==> src/design/spu_isa_pkg.sv <==
`default_nettype none

package spu_isa_pkg;

    // kept odd pipe instructions, the bubble encodes as zero
    typedef enum logic [0:4] {
        NO_OPERATION_LOAD,
        SHIFT_LEFT_QUADWORD_BY_BITS,
        SHIFT_LEFT_QUADWORD_BY_BITS_IMMEDIATE,
        SHIFT_LEFT_QUADWORD_BY_BYTES,
        SHIFT_LEFT_QUADWORD_BY_BYTES_IMMEDIATE,
        SHIFT_LEFT_QUADWORD_BY_BYTES_FROM_BIT_SHIFT_COUNT,
        ROTATE_QUADWORD_BY_BITS,
        ROTATE_QUADWORD_BY_BITS_IMMEDIATE,
        ROTATE_QUADWORD_BY_BYTES,
        ROTATE_QUADWORD_BY_BYTES_IMMEDIATE,
        ROTATE_QUADWORD_BY_BYTES_FROM_BIT_SHIFT_COUNT,
        GATHER_BITS_FROM_BYTES,
        GATHER_BITS_FROM_HALFWORDS,
        GATHER_BITS_FROM_WORDS,
        BRANCH_RELATIVE,
        BRANCH_ABSOLUTE,
        BRANCH_RELATIVE_AND_SET_LINK,
        BRANCH_ABSOLUTE_AND_SET_LINK,
        BRANCH_IF_NOT_ZERO_WORD,
        BRANCH_IF_ZERO_WORD,
        BRANCH_IF_NOT_ZERO_HALFWORD,
        BRANCH_IF_ZERO_HALFWORD
    } opcode_t;

    typedef logic [0:2] unit_id_t;
    typedef logic [0:3] latency_t;

    localparam unit_id_t UNIT_NONE    = 3'd0;
    localparam unit_id_t UNIT_PERMUTE = 3'd5;
    localparam unit_id_t UNIT_BRANCH  = 3'd7;

    localparam latency_t PERMUTE_LATENCY = 4'd4;
    localparam latency_t BRANCH_LATENCY  = 4'd1;

    // local store is 256 KB
    localparam logic [0:31] LSLR = 32'h0003_FFFF;

    localparam int unsigned PC_INCREMENT = 4;

endpackage

`default_nettype wire

==> src/design/odd_pipe_pkg.sv <==
`default_nettype none

package odd_pipe_pkg;

    // big-endian numbering throughout, bit 0 is the msb
    typedef logic [0:127] quad_t;
    typedef logic [0:31]  word_t;

    typedef logic [0:6]   reg_addr_t;
    typedef logic [0:6]   imm7_t;
    typedef logic [0:15]  imm16_t;

    // widest count is the 5 bit byte shift
    typedef logic [0:4]   shift_count_t;

    localparam int BYTE_BITS     = 8;
    localparam int HALFWORD_BITS = 16;
    localparam int WORD_BITS     = 32;

    // result records spend this many cycles in the forwarding pipe
    localparam int FORWARD_STAGES = 7;

endpackage

`default_nettype wire

==> src/design/issue_stage.sv <==
`default_nettype none

module issue_stage
    import spu_isa_pkg::*;
    import odd_pipe_pkg::*;
(
    input  wire logic      clock,
    input  wire logic      reset,
    input  wire opcode_t   op_code,
    input  wire quad_t     ra,
    input  wire quad_t     rb,
    input  wire quad_t     rc,
    input  wire reg_addr_t rt_address,
    input  wire imm7_t     i7,
    input  wire imm16_t    i16,
    input  wire word_t     pc_input,
    output opcode_t        op_q,
    output quad_t          ra_q,
    output quad_t          rb_q,
    output quad_t          rc_q,
    output reg_addr_t      rt_address_q,
    output imm7_t          i7_q,
    output imm16_t         i16_q,
    output word_t          pc_q,
    output unit_id_t       unit_id,
    output logic           wrt_en,
    output latency_t       unit_latency
);

    always_ff @(posedge clock)
    begin
        if (reset)
            op_q <= NO_OPERATION_LOAD;
        else
            op_q <= op_code;
    end

    // operand payload, only meaningful with the latched opcode
    always_ff @(posedge clock)
    begin
        ra_q         <= ra;
        rb_q         <= rb;
        rc_q         <= rc;
        rt_address_q <= rt_address;
        i7_q         <= i7;
        i16_q        <= i16;
        pc_q         <= pc_input;
    end

    always_comb
    begin
        unit_id      = UNIT_NONE;
        wrt_en       = 1'b0;
        unit_latency = '0;
        case (op_q)
            SHIFT_LEFT_QUADWORD_BY_BITS,
            SHIFT_LEFT_QUADWORD_BY_BITS_IMMEDIATE,
            SHIFT_LEFT_QUADWORD_BY_BYTES,
            SHIFT_LEFT_QUADWORD_BY_BYTES_IMMEDIATE,
            SHIFT_LEFT_QUADWORD_BY_BYTES_FROM_BIT_SHIFT_COUNT,
            ROTATE_QUADWORD_BY_BITS,
            ROTATE_QUADWORD_BY_BITS_IMMEDIATE,
            ROTATE_QUADWORD_BY_BYTES,
            ROTATE_QUADWORD_BY_BYTES_IMMEDIATE,
            ROTATE_QUADWORD_BY_BYTES_FROM_BIT_SHIFT_COUNT,
            GATHER_BITS_FROM_BYTES,
            GATHER_BITS_FROM_HALFWORDS,
            GATHER_BITS_FROM_WORDS:
            begin
                unit_id      = UNIT_PERMUTE;
                wrt_en       = 1'b1;
                unit_latency = PERMUTE_LATENCY;
            end
            BRANCH_RELATIVE_AND_SET_LINK,
            BRANCH_ABSOLUTE_AND_SET_LINK:
            begin
                unit_id      = UNIT_BRANCH;
                wrt_en       = 1'b1;
                unit_latency = BRANCH_LATENCY;
            end
            BRANCH_RELATIVE,
            BRANCH_ABSOLUTE,
            BRANCH_IF_NOT_ZERO_WORD,
            BRANCH_IF_ZERO_WORD,
            BRANCH_IF_NOT_ZERO_HALFWORD,
            BRANCH_IF_ZERO_HALFWORD:
            begin
                unit_id      = UNIT_BRANCH;
                unit_latency = BRANCH_LATENCY;
            end
            default:
            begin
            end
        endcase
    end

    a_op_known: assert property (@(posedge clock) disable iff (reset) !$isunknown(op_q))
        else $error("latched opcode is unknown");

endmodule

`default_nettype wire

==> src/design/permute_unit.sv <==
`default_nettype none

module permute_unit
    import spu_isa_pkg::*;
    import odd_pipe_pkg::*;
(
    input  wire opcode_t op_q,
    input  wire quad_t   ra_q,
    input  wire quad_t   rb_q,
    input  wire imm7_t   i7_q,
    output quad_t        permute_result
);

    shift_count_t count;
    logic         shift_op;
    logic         byte_mode;
    logic         rotate;
    logic [0:7]   amount;
    quad_t        shifted;
    quad_t        wrapped;

    always_comb
    begin
        count     = '0;
        shift_op  = 1'b1;
        byte_mode = 1'b0;
        rotate    = 1'b0;
        case (op_q)
            SHIFT_LEFT_QUADWORD_BY_BITS:
                count = {2'b00, rb_q[29:31]};
            SHIFT_LEFT_QUADWORD_BY_BITS_IMMEDIATE:
                count = {2'b00, i7_q[4:6]};
            SHIFT_LEFT_QUADWORD_BY_BYTES:
            begin
                count     = rb_q[27:31];
                byte_mode = 1'b1;
            end
            SHIFT_LEFT_QUADWORD_BY_BYTES_IMMEDIATE:
            begin
                count     = i7_q[2:6];
                byte_mode = 1'b1;
            end
            SHIFT_LEFT_QUADWORD_BY_BYTES_FROM_BIT_SHIFT_COUNT:
            begin
                count     = rb_q[24:28];
                byte_mode = 1'b1;
            end
            ROTATE_QUADWORD_BY_BITS:
            begin
                count  = {2'b00, rb_q[29:31]};
                rotate = 1'b1;
            end
            ROTATE_QUADWORD_BY_BITS_IMMEDIATE:
            begin
                count  = {2'b00, i7_q[4:6]};
                rotate = 1'b1;
            end
            ROTATE_QUADWORD_BY_BYTES:
            begin
                count     = {1'b0, rb_q[28:31]};
                byte_mode = 1'b1;
                rotate    = 1'b1;
            end
            ROTATE_QUADWORD_BY_BYTES_IMMEDIATE:
            begin
                count     = {1'b0, i7_q[3:6]};
                byte_mode = 1'b1;
                rotate    = 1'b1;
            end
            ROTATE_QUADWORD_BY_BYTES_FROM_BIT_SHIFT_COUNT:
            begin
                // byte count from rb bits 24 to 28, taken modulo 16
                count     = {1'b0, rb_q[25:28]};
                byte_mode = 1'b1;
                rotate    = 1'b1;
            end
            default:
                shift_op = 1'b0;
        endcase
    end

    // 16 or more bytes shifts everything out
    assign amount  = byte_mode ? {count, 3'b000} : {3'b000, count};
    assign shifted = ra_q << amount;
    assign wrapped = ra_q >> ($bits(quad_t) - amount);

    always_comb
    begin
        permute_result = '0;
        case (op_q)
            GATHER_BITS_FROM_BYTES:
                for (int j = 0; j < $bits(quad_t) / BYTE_BITS; j++)
                    permute_result[16 + j] = ra_q[j * BYTE_BITS + BYTE_BITS - 1];
            GATHER_BITS_FROM_HALFWORDS:
                for (int j = 0; j < $bits(quad_t) / HALFWORD_BITS; j++)
                    permute_result[24 + j] = ra_q[j * HALFWORD_BITS + HALFWORD_BITS - 1];
            GATHER_BITS_FROM_WORDS:
                for (int j = 0; j < $bits(quad_t) / WORD_BITS; j++)
                    permute_result[28 + j] = ra_q[j * WORD_BITS + WORD_BITS - 1];
            default:
            begin
                if (shift_op)
                    permute_result = rotate ? (shifted | wrapped) : shifted;
            end
        endcase
    end

endmodule

`default_nettype wire

==> src/design/branch_unit.sv <==
`default_nettype none

module branch_unit
    import spu_isa_pkg::*;
    import odd_pipe_pkg::*;
(
    input  wire opcode_t op_q,
    input  wire quad_t   rc_q,
    input  wire imm16_t  i16_q,
    input  wire word_t   pc_q,
    output word_t        pc_output,
    output logic         pc_redirect,
    output quad_t        link_result
);

    // local store limit plus word alignment
    localparam word_t PC_MASK = LSLR & 32'hFFFF_FFFC;

    word_t offset;
    word_t next_pc;
    word_t target_rel;
    word_t target_abs;
    logic  word_zero;
    logic  half_zero;

    // i16 is a word offset
    assign offset = {{(WORD_BITS - $bits(imm16_t) - 2){i16_q[0]}}, i16_q, 2'b00};

    assign next_pc    = word_t'(pc_q + PC_INCREMENT) & PC_MASK;
    assign target_rel = word_t'(pc_q + offset) & PC_MASK;
    assign target_abs = offset & PC_MASK;

    // tested value sits in the preferred slot of rc
    assign word_zero = (rc_q[0:31] == '0);
    assign half_zero = (rc_q[16:31] == '0);

    assign link_result = {next_pc, {($bits(quad_t) - WORD_BITS){1'b0}}};

    always_comb
    begin
        pc_output   = '0;
        pc_redirect = 1'b1;
        case (op_q)
            BRANCH_RELATIVE,
            BRANCH_RELATIVE_AND_SET_LINK:
                pc_output = target_rel;
            BRANCH_ABSOLUTE,
            BRANCH_ABSOLUTE_AND_SET_LINK:
                pc_output = target_abs;
            BRANCH_IF_NOT_ZERO_WORD:
                pc_output = word_zero ? next_pc : target_rel;
            BRANCH_IF_ZERO_WORD:
                pc_output = word_zero ? target_rel : next_pc;
            BRANCH_IF_NOT_ZERO_HALFWORD:
                pc_output = half_zero ? next_pc : target_rel;
            BRANCH_IF_ZERO_HALFWORD:
                pc_output = half_zero ? target_rel : next_pc;
            default:
                pc_redirect = 1'b0;
        endcase
    end

    // fetch only takes word aligned targets
    always_comb
    begin
        if (pc_redirect)
        begin
            a_target_aligned: assert (pc_output[30:31] == 2'b00)
                else $error("branch target is not word aligned");
        end
    end

endmodule

`default_nettype wire

==> src/design/result_pipe.sv <==
`default_nettype none

module result_pipe
    import odd_pipe_pkg::*;
#(
    parameter type unit_id_type = logic,
    parameter type latency_type = logic
)
(
    input  wire logic        clock,
    input  wire logic        reset,
    input  wire unit_id_type in_unit_id,
    input  wire quad_t       in_rt_value,
    input  wire logic        in_wrt_en,
    input  wire reg_addr_t   in_rt_address,
    input  wire latency_type in_latency,
    output unit_id_type      out_unit_id,
    output quad_t            out_rt_value,
    output logic             out_wrt_en,
    output reg_addr_t        out_rt_address,
    output latency_type      out_latency
);

    unit_id_type unit_id_st    [FORWARD_STAGES];
    quad_t       rt_value_st   [FORWARD_STAGES];
    logic        wrt_en_st     [FORWARD_STAGES];
    reg_addr_t   rt_address_st [FORWARD_STAGES];
    latency_type latency_st    [FORWARD_STAGES];

    always_ff @(posedge clock)
    begin
        if (reset)
        begin
            for (int s = 0; s < FORWARD_STAGES; s++)
            begin
                unit_id_st[s]    <= '0;
                rt_value_st[s]   <= '0;
                wrt_en_st[s]     <= 1'b0;
                rt_address_st[s] <= '0;
                latency_st[s]    <= '0;
            end
        end
        else
        begin
            unit_id_st[0]    <= in_unit_id;
            rt_value_st[0]   <= in_rt_value;
            wrt_en_st[0]     <= in_wrt_en;
            rt_address_st[0] <= in_rt_address;
            latency_st[0]    <= in_latency;
            for (int s = 1; s < FORWARD_STAGES; s++)
            begin
                unit_id_st[s]    <= unit_id_st[s - 1];
                rt_value_st[s]   <= rt_value_st[s - 1];
                wrt_en_st[s]     <= wrt_en_st[s - 1];
                rt_address_st[s] <= rt_address_st[s - 1];
                latency_st[s]    <= latency_st[s - 1];
            end
        end
    end

    assign out_unit_id    = unit_id_st[FORWARD_STAGES - 1];
    assign out_rt_value   = rt_value_st[FORWARD_STAGES - 1];
    assign out_wrt_en     = wrt_en_st[FORWARD_STAGES - 1];
    assign out_rt_address = rt_address_st[FORWARD_STAGES - 1];
    assign out_latency    = latency_st[FORWARD_STAGES - 1];

    // a register write must always come from a real unit
    a_wrt_has_unit: assert property (@(posedge clock) disable iff (reset)
        out_wrt_en |-> (out_unit_id != '0))
        else $error("write enable on a record without a unit");

endmodule

`default_nettype wire

==> src/design/odd_pipe.sv <==
`default_nettype none

module odd_pipe
    import spu_isa_pkg::*;
    import odd_pipe_pkg::*;
(
    input  wire logic      clock,
    input  wire logic      reset,
    input  wire opcode_t   op_code,
    input  wire quad_t     ra,
    input  wire quad_t     rb,
    input  wire quad_t     rc,
    input  wire reg_addr_t rt_address,
    input  wire imm7_t     i7,
    input  wire imm16_t    i16,
    input  wire word_t     pc_input,
    output word_t          pc_output,
    output logic           pc_redirect,
    output unit_id_t       out_unit_id,
    output quad_t          out_rt_value,
    output logic           out_wrt_en,
    output reg_addr_t      out_rt_address,
    output latency_t       out_latency
);

    opcode_t   op_q;
    quad_t     ra_q;
    quad_t     rb_q;
    quad_t     rc_q;
    reg_addr_t rt_address_q;
    imm7_t     i7_q;
    imm16_t    i16_q;
    word_t     pc_q;
    unit_id_t  unit_id;
    logic      wrt_en;
    latency_t  unit_latency;
    quad_t     permute_result;
    quad_t     link_result;
    quad_t     rt_value;

    issue_stage i_issue_stage (
        .clock        (clock),
        .reset        (reset),
        .op_code      (op_code),
        .ra           (ra),
        .rb           (rb),
        .rc           (rc),
        .rt_address   (rt_address),
        .i7           (i7),
        .i16          (i16),
        .pc_input     (pc_input),
        .op_q         (op_q),
        .ra_q         (ra_q),
        .rb_q         (rb_q),
        .rc_q         (rc_q),
        .rt_address_q (rt_address_q),
        .i7_q         (i7_q),
        .i16_q        (i16_q),
        .pc_q         (pc_q),
        .unit_id      (unit_id),
        .wrt_en       (wrt_en),
        .unit_latency (unit_latency)
    );

    permute_unit i_permute_unit (
        .op_q           (op_q),
        .ra_q           (ra_q),
        .rb_q           (rb_q),
        .i7_q           (i7_q),
        .permute_result (permute_result)
    );

    branch_unit i_branch_unit (
        .op_q        (op_q),
        .rc_q        (rc_q),
        .i16_q       (i16_q),
        .pc_q        (pc_q),
        .pc_output   (pc_output),
        .pc_redirect (pc_redirect),
        .link_result (link_result)
    );

    // bubbles carry a zero value
    always_comb
    begin
        case (unit_id)
            UNIT_PERMUTE: rt_value = permute_result;
            UNIT_BRANCH:  rt_value = link_result;
            default:      rt_value = '0;
        endcase
    end

    result_pipe #(
        .unit_id_type (unit_id_t),
        .latency_type (latency_t)
    ) i_result_pipe (
        .clock          (clock),
        .reset          (reset),
        .in_unit_id     (unit_id),
        .in_rt_value    (rt_value),
        .in_wrt_en      (wrt_en),
        .in_rt_address  (rt_address_q),
        .in_latency     (unit_latency),
        .out_unit_id    (out_unit_id),
        .out_rt_value   (out_rt_value),
        .out_wrt_en     (out_wrt_en),
        .out_rt_address (out_rt_address),
        .out_latency    (out_latency)
    );

endmodule

`default_nettype wire

==> config.mk <==
export PLATFORM = sky130hd
export DESIGN_NAME = odd_pipe
export DESIGN_NICKNAME = d
export VERILOG_FILES = /design/src/design/spu_isa_pkg.sv /design/src/design/odd_pipe_pkg.sv /design/src/design/issue_stage.sv /design/src/design/permute_unit.sv /design/src/design/branch_unit.sv /design/src/design/result_pipe.sv /design/src/design/odd_pipe.sv
export SDC_FILE = /design/constraint.sdc
export NUM_CORES = 2
export LEC_CHECK = 0
export ABC_CLOCK_PERIOD_IN_PS = 10950
export BUFFER_PORTS_ARGS = -buffer_cell sky130_fd_sc_hd__buf_2
export CAP_MARGIN = 20
export CORE_MARGIN = 1
export CORE_UTILIZATION = 58
export DETAILED_ROUTE_END_ITERATION = 10
export HOLD_SLACK_MARGIN = 0.12
export PLACE_DENSITY = 0.79
export SYNTH_ARGS = -nofsm -noshare
export SYNTH_HDL_FRONTEND = slang
export SYNTH_SLANG_ARGS = --single-unit
==> constraint.sdc <==
create_clock -name clock -period 10.95 [get_ports clock]
set_input_delay 2.19 -clock clock [delete_from_list [all_inputs] [get_ports clock]]
set_output_delay 2.19 -clock clock [all_outputs]
set_load 0.01 [all_outputs]
==> run metrics <==
hold buffer count at cts=0; critical-path cell list=buf_4, nand2b_2, xor2_4, buf_4, o31ai_4, inv_6, ha_4, inv_2, nand2_1, or4_1, o41ai_1, a211o_1, nor3_1, a31oi_1, nor2_1, a21oi_1, a211oi_1, a311o_1; Final Routed Wirelength=267,000 µm; RSZ-0062 raised after global routing=false; CTS H-tree depth=3; final layout net count=~6,600; CP Class=register to register; die area=0.0956 mm²; initial antenna violation count=28; share of cells above drive strength 1=14.7%; Max Clock Skew=0.0704 ns; Power Density=185 mW/mm²; Worst R2R End=i_result_pipe.rt_value_st[0][68]$_SDFF_PP0_; Cells on Worst Hold Path=1; R2R setup slack=2.48 ns; initial core utilization=about three fifths; R2R depth=18; routability cong.=1.26; CP peak stage delay=0.93 ns; CP required=roughly 12 ns; Total Power=11.3 mW; delay-heaviest family, CP=compound AO/OA/AOI/OAI gates; main area contributors after synthesis=dfxtp_1 (44%), nor2b_1 (9.7%), mux2i_1 (8.0%); Sink Count=1,190; Vert. Die Dim=roughly 300 µm; Final min period=8.47 ns; hold crit path type=register to register; clock slew at reported path FFs=about 0.070 ns; Synth warnings=0; Worst path slowest cell=a21oi_1; WHS Endpoint=i_result_pipe.rt_value_st[6][24]$_SDFF_PP0_; asr flop ratio synth=0%; grt ovf=0; Data arrival, critical path=~9.1 ns; Slew headroom=roughly 7.4%; Final Cycle Share=between 70% and 80%; post-DP HPWL=186,000 µm; Hold Vio Cnt, Final=0; # resized after CTS=0; Mean Syn Cell Area=about 9 µm²; Seq cells post-synth=1,190; Post-DP Area=0.0572 mm²; DR vias/cell=7.12; clk_lat worst skew=0.73 ns; CTS tree=yes; library cells used by synthesis=119; DRC=0; min-delay src=i_result_pipe.rt_value_st[5][24]$_SDFF_PP0_; Final Max Slew Viols=0; FF-to-FF Start=i_issue_stage.op_q[2]$_SDFF_PP0_; final setup violation count=0; vias in the first global route=roughly 50,000; Max Cap Viol=0; Most common cell on crit path=buf_4; DR pass1 iterations=11; EDFF count, synth=0; I/O pin total=629; cells after synthesis=5,997; per-cell routed wire length=35.8 µm; Slew @ Worst Pin=about 1.4 ns; critical path fanouts, max=just under 70; leakage power=25.3 nW; setup TNS=0 ns; outcome=finished clean; startpoint class of the critical path=register; Max Root-Sink Buffers=3; row count=112; I/O Buffers=376; DR vias=53,000; DR iter-0 viols=around 8,900; Seq/Total Area, Yosys=43.5%; peak supply drop=180 µV; pin count of the biggest net entering global routing=240; Core Box Area=slightly above 0.09 mm²; post-synth top area share=43.5%; remaining antenna violation count=0; first-pass GRT wire length=between 300,000 and 400,000 µm; GRT Overall Usage=54.4%; post-CTS setup buffer count=0; CP Buf/Inv Count=4; area leader, netlist=dfxtp_1; Synth-to-Final Area Change=11.2%; fmax=roughly 0.12 GHz; total CTS buffers=102; die width=309 µm; post-route cell area=0.0609 mm²; CTS Root Cell=clkbuf_16; cell area after synthesis=between 0.05 and 0.06 mm²; most used flip-flop cell after synthesis=dfxtp_1; Critical Path Sink Type=register
-- how the worst max path moves through the flow --
| stage | start | end | slack [ns] | cells after the start |
|---|---|---|---|---|
| final | i_issue_stage.op_q[2]$_SDFF_PP0_ | i_result_pipe.rt_value_st[0][68]$_SDFF_PP0_ | 2.48 | 18 |
| after floorplan | i_issue_stage.op_q[2]$_SDFF_PP0_ | i_result_pipe.rt_value_st[0][9]$_SDFF_PP0_ | 5.44 | 22 |
| after global placement | i_issue_stage.op_q[2]$_SDFF_PP0_ | i_result_pipe.rt_value_st[0][68]$_SDFF_PP0_ | 3.42 | 18 |
| after global routing | i_issue_stage.op_q[2]$_SDFF_PP0_ | i_result_pipe.rt_value_st[0][68]$_SDFF_PP0_ | 2.77 | 18 |
| after CTS | i_issue_stage.op_q[2]$_SDFF_PP0_ | i_result_pipe.rt_value_st[0][68]$_SDFF_PP0_ | 3.26 | 18 |
| after detailed placement | i_issue_stage.op_q[2]$_SDFF_PP0_ | i_result_pipe.rt_value_st[0][68]$_SDFF_PP0_ | 3.35 | 18 |
-- final cells by class --
class | instances | area (µm²)
timing repair buffer | 530 | 3190
fill | 6870 | 32600
antenna | 18 | 45.0
inverter | 59 | 229
tap | 1254 | 1570
clock inverter | 25 | 443
multi-input combinational | 4220 | 28600
sequential | 1190 | 23800
clock buffer | 152 | 2940
-- registers in the layout, indices dropped and copies added (netlist names), 8 cells and up --
register,flops
i_issue_stage.i16_q,16
i_result_pipe.rt_address_st,49
i_result_pipe.rt_value_st,896
i_issue_stage.rc_q,32
i_result_pipe.unit_id_st,13
i_issue_stage.ra_q,128
i_issue_stage.pc_q,16
i_result_pipe.latency_st,8
i_issue_stage.rb_q,8
-- per-layer routing --
metal	vias up	global-route usage (%)	part of all wire, %	routed length, µm
met5	-	1.31	0.10	269
met3	1563	25.0	14	38000
met2	4672	75.8	40	106000
met1	25000	62.2	35	93200
met4	18	47.5	11	29400
li1	21800	-	-	-
-- stage by stage --
step / instances / hold WS [ns] / setup WS (ns) / utilization [%]
3_3_place_gp: 7236 / 0.415 / 3.42 / 61.2
4_1_cts: 7417 / 0.408 / 3.26 / 64.8
5_1_grt: 7434 / 0.425 / 2.77 / 65.1
3_5_place_dp: 7240 / 0.420 / 3.35 / 61.2
6_report: 7448 / 0.403 / 2.48 / 65.1
2_1_floorplan: 6014 / 0.414 / 5.44 / -
-- placed cells by master (no fill, tap or decap), types with 27 or more instances in the layout --
cell type     n
dfxtp_1    1190
nor4_1       33
clkbuf_16   104
a21boi_0     27
o221ai_1     74
a211o_1      34
a22oi_1      87
inv_1        55
clkbuf_1     30
buf_2       378
nor2b_1     850
a211oi_1     81
nand3_1      92
a2111oi_0    47
o22ai_1      74
nand2_1     380
a21oi_1     232
mux2i_1     436
nand4_1      35
nor3_1      120
mux2_2       86
a31oi_1      70
o21ai_0     205
buf_4       135
a21o_1       30
o211ai_1    156
o31ai_1      34
nor2_1      364
-- cells in the mapped netlist (26+ instances only) --
master / instances
mux2i_1: 436
a21o_1: 32
nand4_1: 35
o31ai_1: 34
a211oi_1: 81
a2bb2oi_1: 26
clkbuf_1: 297
nor4_1: 33
a31oi_1: 70
buf_4: 41
a22oi_1: 87
a21boi_0: 28
buf_2: 151
inv_1: 56
o22ai_1: 74
o221ai_1: 75
nand3_1: 92
nor2_1: 378
mux2_2: 86
o21ai_0: 207
dfxtp_1: 1190
nor2b_1: 850
a21oi_1: 240
nor3_1: 122
a2111oi_0: 47
nand2_1: 385
o211ai_1: 156
buf_1: 43
a211o_1: 34
a221oi_1: 27
-- logic make-up after synthesis --
logic type                 after synthesis  synth area share, %
AOI/OAI and AO/OA                     1567                 20.7
xor gates and xnor gates                30                0.494
adders and majority gates               18                0.425
buffers and inverters                  604                 4.94
DFF                                   1190                 43.5
muxes                                  530                 10.1
other                                    1              0.00685
and+or+nand+nor                       2057                 19.8
-- power breakdown --
part           leakage [nW]  switching [mW]  internal, mW
sequential             9.71           0.149          4.49
clock                  1.64            1.68          2.00
combinational          14.0            2.15         0.801
Note: power is estimated with default switching activity, not from simulation.
